### config.mk
export PLATFORM = sky130hd
export DESIGN_NAME = cpu_top
export DESIGN_NICKNAME = d
export VERILOG_FILES = /design/src/cpu_pkg.sv /design/src/alu.sv /design/src/control_unit.sv /design/src/cpu_top.sv /design/src/pointer_unit.sv /design/src/register_file.sv
export SDC_FILE = /design/constraint.sdc
export NUM_CORES = 1
export LEC_CHECK = 0
export BUFFER_PORTS_ARGS = -buffer_cell sky130_fd_sc_hd__buf_4
export CORE_ASPECT_RATIO = 1.4
export CORE_MARGIN = 3
export CORE_UTILIZATION = 34
export DETAILED_ROUTE_END_ITERATION = 6
export PLACE_DENSITY_LB_ADDON = 0.12
export SYNTH_ARGS = -nofsm -noshare
export SYNTH_HDL_FRONTEND = slang
export SYNTH_HIERARCHICAL = 1
export SYNTH_SLANG_ARGS = --single-unit
### constraint.sdc
create_clock -name clk -period 11.2 [get_ports clk]
set_input_delay 2.8 -clock clk [delete_from_list [all_inputs] [get_ports clk]]
set_output_delay 2.8 -clock clk [all_outputs]
set_load 0.005 [all_outputs]
### src/cpu_pkg.sv
`default_nettype none

package cpu_pkg;

    // top nibble of ir, ALU forms have ir[7] low
    localparam logic [3:0] OPC_LD  = 4'b1000; // 1000__dd
    localparam logic [3:0] OPC_ST  = 4'b1001; // 1001___s
    localparam logic [3:0] OPC_LDI = 4'b1010; // 1010__dd
    localparam logic [3:0] OPC_JMP = 4'b1100; // 11000cff jc, 11001___ jmp

    typedef enum logic [2:0] {
        OP_ALU0,    // A = op(A, d)
        OP_ALU1,    // d = op(d, A)
        OP_LD,
        OP_ST,
        OP_LDI,
        OP_JC,
        OP_JMP,
        OP_ILLEGAL  // just steps IP
    } op_class_e;

    // ir[6:3]
    typedef enum logic [3:0] {
        ALU_ADD = 4'b0000,
        ALU_ADC = 4'b0001,
        ALU_SUB = 4'b0010,
        ALU_SBB = 4'b0011, // borrow in from c
        ALU_AND = 4'b0100,
        ALU_OR  = 4'b0101,
        ALU_XOR = 4'b0110,
        ALU_SHL = 4'b0111,
        ALU_MOV = 4'b1000, // flags untouched
        ALU_SHR = 4'b1010,
        ALU_INC = 4'b1011,
        ALU_DEC = 4'b1100
    } alu_op_e;

    // flag index in ir[1:0] for jc
    localparam logic [1:0] FLAG_Z = 2'd0;
    localparam logic [1:0] FLAG_C = 2'd1;
    localparam logic [1:0] FLAG_N = 2'd2;
    localparam logic [1:0] FLAG_V = 2'd3;

    // declared high to low so that bit 0 is z
    typedef struct packed {
        logic v;
        logic n;
        logic c; // carry out, or borrow on subtract
        logic z;
    } flags_t;

    typedef enum logic [1:0] {
        REG_A  = 2'd0,
        REG_B  = 2'd1,
        REG_PL = 2'd2, // DP low byte
        REG_PH = 2'd3  // DP high byte
    } reg_sel_e;

    // internal data bus source
    typedef enum logic [1:0] {
        DI_NONE = 2'b00,
        DI_MEM  = 2'b01,
        DI_ALU  = 2'b10
    } di_sel_e;

    typedef struct packed {
        logic    we_ir;    // latch IR at end of fetch
        logic    inc_ip;
        logic    swap_p;   // exchange IP and DP
        logic    addr_dp;  // address from DP instead of IP
        logic    we_a;
        logic    we_b;
        logic    we_pl;
        logic    we_ph;
        di_sel_e di_sel;
        logic    we_flags;
        logic    alu_rev;  // ALU1 form, reg[d] is the first ALU input
        logic    st_sel;   // 0 stores A, 1 stores B
        logic    mem_we;
    } ctrl_t;

    typedef struct packed {
        logic [15:0] addr;
        logic [7:0]  wdata;
        logic        we;
    } mem_req_t;

    // instruction class from the latched ir
    function automatic op_class_e decode_class(input logic [7:0] ir);
        op_class_e cls;
        if (!ir[7]) begin
            cls = ir[2] ? OP_ALU1 : OP_ALU0;
        end else begin
            case (ir[7:4])
                OPC_LD:  cls = OP_LD;
                OPC_ST:  cls = OP_ST;
                OPC_LDI: cls = OP_LDI;
                OPC_JMP: cls = ir[3] ? OP_JMP : OP_JC;
                default: cls = OP_ILLEGAL;
            endcase
        end
        return cls;
    endfunction

endpackage

`default_nettype wire

### src/alu.sv
`timescale 1ns/1ps
`default_nettype none

module alu (
    input  wire                  clk,
    input  wire                  arst_n,
    input  wire [7:0]            a,        // first input
    input  wire [7:0]            b,        // second input, mov passes it
    input  wire cpu_pkg::alu_op_e op,
    input  wire                  we_flags,
    output logic [7:0]           result,
    output cpu_pkg::flags_t      flags
);
    import cpu_pkg::*;

    logic [8:0] sum;   // bit 8 is carry out or borrow
    logic       c_new;
    logic       v_new;
    flags_t     flags_d;

    always_comb begin
        sum   = 9'h000;
        c_new = 1'b0; // logic ops and pass clear c and v
        v_new = 1'b0;
        case (op)
            ALU_ADD, ALU_ADC: begin
                sum   = {1'b0, a} + {1'b0, b} + {8'h00, (op == ALU_ADC) & flags.c};
                c_new = sum[8];
                v_new = (a[7] == b[7]) && (sum[7] != a[7]);
            end
            ALU_SUB, ALU_SBB: begin
                sum   = {1'b0, a} - {1'b0, b} - {8'h00, (op == ALU_SBB) & flags.c};
                c_new = sum[8]; // borrow
                v_new = (a[7] != b[7]) && (sum[7] != a[7]);
            end
            ALU_AND: sum = {1'b0, a & b};
            ALU_OR:  sum = {1'b0, a | b};
            ALU_XOR: sum = {1'b0, a ^ b};
            ALU_SHL: begin
                sum   = {1'b0, a[6:0], 1'b0};
                c_new = a[7]; // bit shifted out
            end
            ALU_SHR: begin
                sum   = {2'b00, a[7:1]};
                c_new = a[0];
            end
            ALU_INC: begin
                sum   = {1'b0, a} + 9'd1;
                c_new = sum[8];
                v_new = a == 8'h7f; // 127 -> -128
            end
            ALU_DEC: begin
                sum   = {1'b0, a} - 9'd1;
                c_new = sum[8];
                v_new = a == 8'h80;
            end
            default: sum = {1'b0, b}; // mov and the spare codes
        endcase
    end

    assign result  = sum[7:0];
    assign flags_d = '{v: v_new, n: result[7], c: c_new, z: result == 8'h00};

    // flag register
    always_ff @(posedge clk or negedge arst_n) begin
        if (!arst_n) begin
            flags <= '0;
        end else if (we_flags) begin
            flags <= flags_d;
        end
    end

    // mov and non-ALU cycles leave the flags for a later jc
    a_flags_hold: assert property (@(posedge clk) disable iff (!arst_n)
        !we_flags |=> $stable(flags));

endmodule

`default_nettype wire

### src/control_unit.sv
`timescale 1ns/1ps
`default_nettype none

module control_unit (
    input  wire              clk,
    input  wire              arst_n,
    input  wire [7:0]        mem_rdata, // instruction byte on fetch
    input  wire cpu_pkg::flags_t flags,  // stored ALU flags
    output logic [7:0]       ir,
    output cpu_pkg::ctrl_t   ctrl
);
    import cpu_pkg::*;

    logic      cycle;      // 0 fetch, 1 execute
    logic      supercycle; // second pair of an LDI
    op_class_e cls;
    logic      flag_set;   // flag picked by ir[1:0]
    logic      cond;       // jc taken
    logic      load_d;     // write register d this cycle
    logic      alu_flags;  // every ALU op but mov

    // cycle toggles every clock, supercycle only across an LDI
    always_ff @(posedge clk or negedge arst_n) begin
        if (!arst_n) begin
            cycle      <= 1'b0;
            supercycle <= 1'b0;
        end else begin
            cycle <= ~cycle;
            if (cycle && cls == OP_LDI) begin
                supercycle <= ~supercycle; // end of each LDI pair
            end
        end
    end

    // instruction register
    always_ff @(posedge clk or negedge arst_n) begin
        if (!arst_n) begin
            ir <= 8'h00;
        end else if (ctrl.we_ir) begin
            ir <= mem_rdata;
        end
    end

    assign cls = decode_class(ir);

    always_comb begin
        case (ir[1:0])
            FLAG_Z:  flag_set = flags.z;
            FLAG_C:  flag_set = flags.c;
            FLAG_N:  flag_set = flags.n;
            FLAG_V:  flag_set = flags.v;
            default: flag_set = 1'b0;
        endcase
    end

    assign cond      = flag_set ^ ir[2]; // ir[2] inverts the test
    assign alu_flags = ir[6:3] != ALU_MOV;

    always_comb begin
        ctrl   = '0;
        load_d = 1'b0;
        if (!cycle) begin
            if (!supercycle) begin
                ctrl.we_ir = 1'b1; // plain fetch
            end else if (cls == OP_LDI) begin
                ctrl.di_sel = DI_MEM; // immediate byte at IP
                load_d      = 1'b1;
            end
        end else begin
            ctrl.inc_ip = 1'b1; // every execute cycle
            case (cls)
                OP_LD: begin
                    ctrl.addr_dp = 1'b1;
                    ctrl.di_sel  = DI_MEM;
                    load_d       = 1'b1;
                end
                OP_ST: begin
                    ctrl.addr_dp = 1'b1;
                    ctrl.mem_we  = 1'b1;
                    ctrl.st_sel  = ir[0];
                end
                OP_ALU0: begin
                    ctrl.di_sel   = DI_ALU;
                    ctrl.we_a     = 1'b1; // result always to A
                    ctrl.we_flags = alu_flags;
                end
                OP_ALU1: begin
                    ctrl.di_sel   = DI_ALU;
                    ctrl.alu_rev  = 1'b1;
                    load_d        = 1'b1;
                    ctrl.we_flags = alu_flags;
                end
                OP_JC: begin
                    ctrl.swap_p = cond;
                end
                OP_JMP: begin
                    ctrl.swap_p = 1'b1;
                end
                default: begin
                    // LDI pairs and illegal ops only step IP
                end
            endcase
        end

        // register d write strobe
        if (load_d) begin
            case (reg_sel_e'(ir[1:0]))
                REG_A:   ctrl.we_a  = 1'b1;
                REG_B:   ctrl.we_b  = 1'b1;
                REG_PL:  ctrl.we_pl = 1'b1;
                REG_PH:  ctrl.we_ph = 1'b1;
                default: ctrl.we_a  = 1'b0;
            endcase
        end
    end

    // stores only ever go out on the data pointer
    a_st_addr: assert property (@(posedge clk) disable iff (!arst_n)
        ctrl.mem_we |-> ctrl.addr_dp);

    // jumps resolve in execute only
    a_swap_cycle: assert property (@(posedge clk) disable iff (!arst_n)
        ctrl.swap_p |-> cycle);

endmodule

`default_nettype wire

### src/cpu_top.sv
`timescale 1ns/1ps
`default_nettype none

module cpu_top #(
    parameter logic [15:0] reset_vector = 16'h0000 // first fetch address
) (
    input  wire               clk,
    input  wire               arst_n,
    input  wire [7:0]         mem_rdata,
    output cpu_pkg::mem_req_t mem
);
    import cpu_pkg::*;

    ctrl_t       ctrl;
    flags_t      flags;
    logic [7:0]  ir;
    logic [7:0]  di;         // internal data bus
    logic [7:0]  alu_a;
    logic [7:0]  alu_b;
    logic [7:0]  alu_result;
    logic [7:0]  pl;
    logic [7:0]  ph;
    logic [7:0]  wdata;
    logic [15:0] addr;

    control_unit control_unit_inst (
        .clk       (clk),
        .arst_n    (arst_n),
        .mem_rdata (mem_rdata),
        .flags     (flags),
        .ir        (ir),
        .ctrl      (ctrl)
    );

    alu alu_inst (
        .clk      (clk),
        .arst_n   (arst_n),
        .a        (alu_a),
        .b        (alu_b),
        .op       (alu_op_e'(ir[6:3])),
        .we_flags (ctrl.we_flags),
        .result   (alu_result),
        .flags    (flags)
    );

    register_file register_file_inst (
        .clk        (clk),
        .arst_n     (arst_n),
        .ctrl       (ctrl),
        .sel        (reg_sel_e'(ir[1:0])),
        .mem_rdata  (mem_rdata),
        .alu_result (alu_result),
        .pl         (pl),
        .ph         (ph),
        .di         (di),
        .a          (alu_a),
        .operand    (alu_b),
        .wdata      (wdata)
    );

    pointer_unit #(
        .reset_vector (reset_vector)
    ) pointer_unit_inst (
        .clk    (clk),
        .arst_n (arst_n),
        .ctrl   (ctrl),
        .di     (di),
        .addr   (addr),
        .pl     (pl),
        .ph     (ph)
    );

    assign mem = '{addr: addr, wdata: wdata, we: ctrl.mem_we};
endmodule

`default_nettype wire

### src/pointer_unit.sv
`timescale 1ns/1ps
`default_nettype none

module pointer_unit #(
    parameter logic [15:0] reset_vector = 16'h0000
) (
    input  wire                 clk,
    input  wire                 arst_n,
    input  wire cpu_pkg::ctrl_t ctrl,
    input  wire [7:0]           di,    // source for PL and PH writes
    output logic [15:0]         addr,
    output logic [7:0]          pl,
    output logic [7:0]          ph
);
    logic [15:0] ip;
    logic [15:0] dp;
    logic [15:0] ip_inc; // IP after the execute step

    assign ip_inc = ctrl.inc_ip ? ip + 16'd1 : ip;

    always_ff @(posedge clk or negedge arst_n) begin
        if (!arst_n) begin
            ip <= reset_vector;
            dp <= 16'h0000;
        end else if (ctrl.swap_p) begin
            // increment first, then exchange
            ip <= dp;
            dp <= ip_inc; // return address
        end else begin
            ip <= ip_inc;
            if (ctrl.we_pl) dp[7:0]  <= di;
            if (ctrl.we_ph) dp[15:8] <= di;
        end
    end

    assign addr = ctrl.addr_dp ? dp : ip; // DP only for LD and ST
    assign pl   = dp[7:0];
    assign ph   = dp[15:8];

    // a byte write during a jump would be lost to the swap
    a_swap_wr: assert property (@(posedge clk) disable iff (!arst_n)
        !(ctrl.swap_p && (ctrl.we_pl || ctrl.we_ph)));

endmodule

`default_nettype wire

### src/register_file.sv
`timescale 1ns/1ps
`default_nettype none

module register_file (
    input  wire                   clk,
    input  wire                   arst_n,
    input  wire cpu_pkg::ctrl_t   ctrl,
    input  wire cpu_pkg::reg_sel_e sel,      // ir[1:0]
    input  wire [7:0]             mem_rdata,
    input  wire [7:0]             alu_result,
    input  wire [7:0]             pl,        // DP bytes from pointer_unit
    input  wire [7:0]             ph,
    output logic [7:0]            di,        // internal data bus
    output logic [7:0]            a,         // ALU first input
    output logic [7:0]            operand,   // ALU second input
    output logic [7:0]            wdata
);
    import cpu_pkg::*;

    logic [7:0] a_q;
    logic [7:0] b_q;
    logic [7:0] reg_d; // register picked by sel

    always_comb begin
        case (ctrl.di_sel)
            DI_MEM:  di = mem_rdata;
            DI_ALU:  di = alu_result;
            default: di = 8'h00; // bus idle
        endcase
    end

    always_ff @(posedge clk or negedge arst_n) begin
        if (!arst_n) begin
            a_q <= 8'h00;
            b_q <= 8'h00;
        end else begin
            if (ctrl.we_a) a_q <= di;
            if (ctrl.we_b) b_q <= di;
        end
    end

    always_comb begin
        case (sel)
            REG_A:   reg_d = a_q;
            REG_B:   reg_d = b_q;
            REG_PL:  reg_d = pl;
            REG_PH:  reg_d = ph;
            default: reg_d = 8'h00;
        endcase
    end

    // ALU1 form computes op(reg[d], A), so the inputs trade places
    assign a       = ctrl.alu_rev ? reg_d : a_q;
    assign operand = ctrl.alu_rev ? a_q : reg_d;

    assign wdata = ctrl.st_sel ? b_q : a_q; // ir[0] of ST
endmodule

`default_nettype wire
==> impl_metrics.toml <==
[timing]
slew_worst_pin_ps = 824
clock-skew-final_ps = 7.21
grt_setup_unrepaired = "false"
setup_viol = 0
pins_over_their_slew_limit = 0
fin_tns_setup_ps = 0
final_hold_viol_count = 0
achievable-frequency_mhz = 177
maxSlewHeadroom_pct = 45.1
finalWorstPathRequiredPeriod_ps = 5650
timing.final.crit_share_pct = 50.4

[critical_path]
cp-end-kind = "register"
critical_path_required_ps = 11420
worst-endpoint-arrival_ps = 5860
critical_path_type = "register to register"
critPathMaxFanout = 14
reg2reg_setup_slack_ps = 5550
timing.critical_path.from_type = "register"

[global_routing]
grt_pass1_vias = 5584
largest_net_degree_at_the_start_of_global_routing = 63
antenna_found_initial = 0
track_usage_pct = 20.8
grt_pass1_wl_um = 31900
global_route.overflow_total = 0

[routing]
mean_routed_wirelength_per_cell_um = 22.0
detail_route.vias_per_cell = 5.81
dr_total_vias = 5347
wirelength_um = 20300
antenna_left = 0
detailedRoute.firstIterationViolations = 347
drt_pass1_iterations = 4
dr_drc_count = 0

[logic_synthesis]
ys_ff_latch = 62
netlist_cell_types = 81
synth_top_area_cell = "sky130_fd_sc_hd__dfrtp_1"
post-synth-top-area-fraction_pct = 25.3
seq_total_area_yosys_pct = 25.3
syn-cell-area_sq_um = 6130
share_of_synthesized_flip_flops_with_an_asynchronous_set_or_reset_pct = 100
synthesis.area_per_instance_sq_um = 9.15
synth_top_cells_by_count = "sky130_fd_sc_hd__mux2_2, sky130_fd_sc_hd__dfrtp_1, sky130_fd_sc_hd__nor2_1"
synth-warning-count = 6
count_of_flip_flops_with_a_built_in_enable_after_synthesis = 0
syn_inst = 670
synth_most_common_cell = "sky130_fd_sc_hd__mux2_2"
synth_area_leaders = "sky130_fd_sc_hd__dfrtp_1, sky130_fd_sc_hd__mux2_2, sky130_fd_sc_hd__ha_1, sky130_fd_sc_hd__mux2i_1, sky130_fd_sc_hd__nor2_1"
synth_flop_cell = "sky130_fd_sc_hd__dfrtp_1"
synth_fp_nets = 720

[finish]
fin_nets = 731
n_fill_cell = 1848
antenna_cells = 0
flow.area_growth_from_synthesis_pct = 10.7
multi_input_comb_area_sq_um = 4180
area.sequential_sq_um = 1550
final_layout_size_suffix_gt1_share_pct = 23.8

[floorplan]
std_cell_rows = 57
design.portCount = 35
die-width_um = 120
floorplan.core_area_sq_um = 17500
floorplan.die.height_um = 165
die_area_sq_um = 19700
floorplan.initialDensity_pct = 35.0

[clock_network]
tritoncts.num_buffers = 9
cts.root.buffer_cell = "sky130_fd_sc_hd__clkbuf_16"
ctsHtreeMaxLevel = 3
worst_setup_hold_path_clk_slew_ps = 50
clk_latency_worst_skew_pair_ps = 320
clockBufferDepth = 2
total_number_of_clock_tree_sinks = 62
cts_tree = "yes"
cts.hold.buffers_added = 0
post-cts-setup-buffers = 0
post_cts_resized = 0

[worst_hold_path]
type_of_the_most_critical_hold_path = "register to register"

[placement]
buffer_ports.inserted = 34
gp_routability_congestion = 0.926
post-dp-hpwl_um = 15300

[status]
status = "finished clean"

[flow_run]
max_cap_violations = 0
==> path summary, 6_finish.rpt <==
path / startpoint / to / cells after the start
max: control_unit_inst/cycle$_DFF_PN0_ / alu_inst/flags[0]$_DFFE_PN0P_ / 18
min reg2reg: alu_inst/flags[2]$_DFFE_PN0P_ / alu_inst/flags[2]$_DFFE_PN0P_ / 1
max reg2reg: control_unit_inst/cycle$_DFF_PN0_ / alu_inst/flags[0]$_DFFE_PN0P_ / 18
min in group asynchronous: arst_n / pointer_unit_inst/ip[12]$_DFF_PN0_ / 1
min: alu_inst/flags[2]$_DFFE_PN0P_ / alu_inst/flags[2]$_DFFE_PN0P_ / 1
max in group asynchronous: arst_n / control_unit_inst/ir[3]$_DFFE_PN0P_ / 1
==> state kept, by name, summed over array words and instances, names as in the netlist <==
register and flops:
alu_inst/flags 4, pointer_unit_inst/dp 16, control_unit_inst/ir 8, register_file_inst/a_q 8, register_file_inst/b_q 8, control_unit_inst/cycle 1, pointer_unit_inst/ip 16, control_unit_inst/supercycle 1
==> kinds of logic (layout without fill, tap and decap cells) <==
family	Yosys count	count (layout)	share of synthesized area [%]
flip-flops	62	62	25.3
AO/OA/AOI/OAI	161	161	19.3
adder cells (fa/ha/maj)	40	40	8.65
multiplexers	94	94	16.9
buffers and inverters	88	103	6.63
XOR/XNOR	31	31	4.43
AND/OR/NAND/NOR	194	194	18.8
==> per-layer routing <==
metal	wire length [um]	vias up	global-route usage (%)
li1	-	2500	-
met5	0	-	0
met1	7910	2631	22.9
met2	10600	161	38.6
met3	588	55	2.06
met4	1140	0	12.6
==> cells in the final DEF, fill, tap and decap left out, drive strengths merged, types with 5 or more instances in the layout <==
master	Yosys	routed
o21a	5	5
o21ai	31	31
and3	7	7
nor2b	9	9
o22ai	7	7
buf	29	46
nand4	13	13
a21o	12	12
dfrtp	62	62
inv	42	42
nand2b	7	7
a21oi	28	28
nand2	30	30
mux2	65	65
a22oi	9	9
o22a	14	14
nor2	47	47
nand3	13	13
a221oi	6	6
mux2i	28	28
clkbuf	17	10
a211oi	6	6
ha	36	36
xnor2	16	16
nor3	16	16
o211ai	5	5
nor3b	14	14
or3	7	7
o32a	5	5
xor2	15	15
==> metrics by stage <==
stage	cells	instance area, sq um	util (%)	setup WS, ps	hold WS, ps
2_1_floorplan	670	6130	-	6520	480
3_3_place_gp	906	6530	37.2	5800	512
3_5_place_dp	906	6530	37.2	5630	514
4_1_cts	921	6790	38.7	5530	526
5_1_grt	921	6790	38.7	5070	548
6_report	921	6790	38.7	5550	529
==> worst max-delay path: stages, from the launching register on <==
cell                       delay [ps]
sky130_fd_sc_hd__dfrtp_1          630
sky130_fd_sc_hd__nand2_1          200
sky130_fd_sc_hd__inv_1            140
sky130_fd_sc_hd__and2_1           480
sky130_fd_sc_hd__inv_2            210
sky130_fd_sc_hd__nor2_2           320
sky130_fd_sc_hd__o22a_1           530
sky130_fd_sc_hd__fa_1             510
sky130_fd_sc_hd__inv_1             70
sky130_fd_sc_hd__ha_1             150
sky130_fd_sc_hd__nor2_1            70
sky130_fd_sc_hd__fa_1             400
sky130_fd_sc_hd__nand2b_1         120
sky130_fd_sc_hd__a21oi_1           90
sky130_fd_sc_hd__xor2_1           210
sky130_fd_sc_hd__o22ai_1          120
sky130_fd_sc_hd__o32a_1           360
sky130_fd_sc_hd__or4_1            630
sky130_fd_sc_hd__o32ai_2          310
==> layout make-up <==
type / count / area share, %
tap: 236 / 4.35
clock inverter: 5 / 0.406
clock buffer: 10 / 3.37
sequential: 62 / 22.9
timing repair buffer: 46 / 5.09
multi-input combinational: 520 / 61.6
inverter: 42 / 2.32
Power is not shown: default switching activity piles up to over one toggle a cycle in this logic, so the estimate is an artifact.
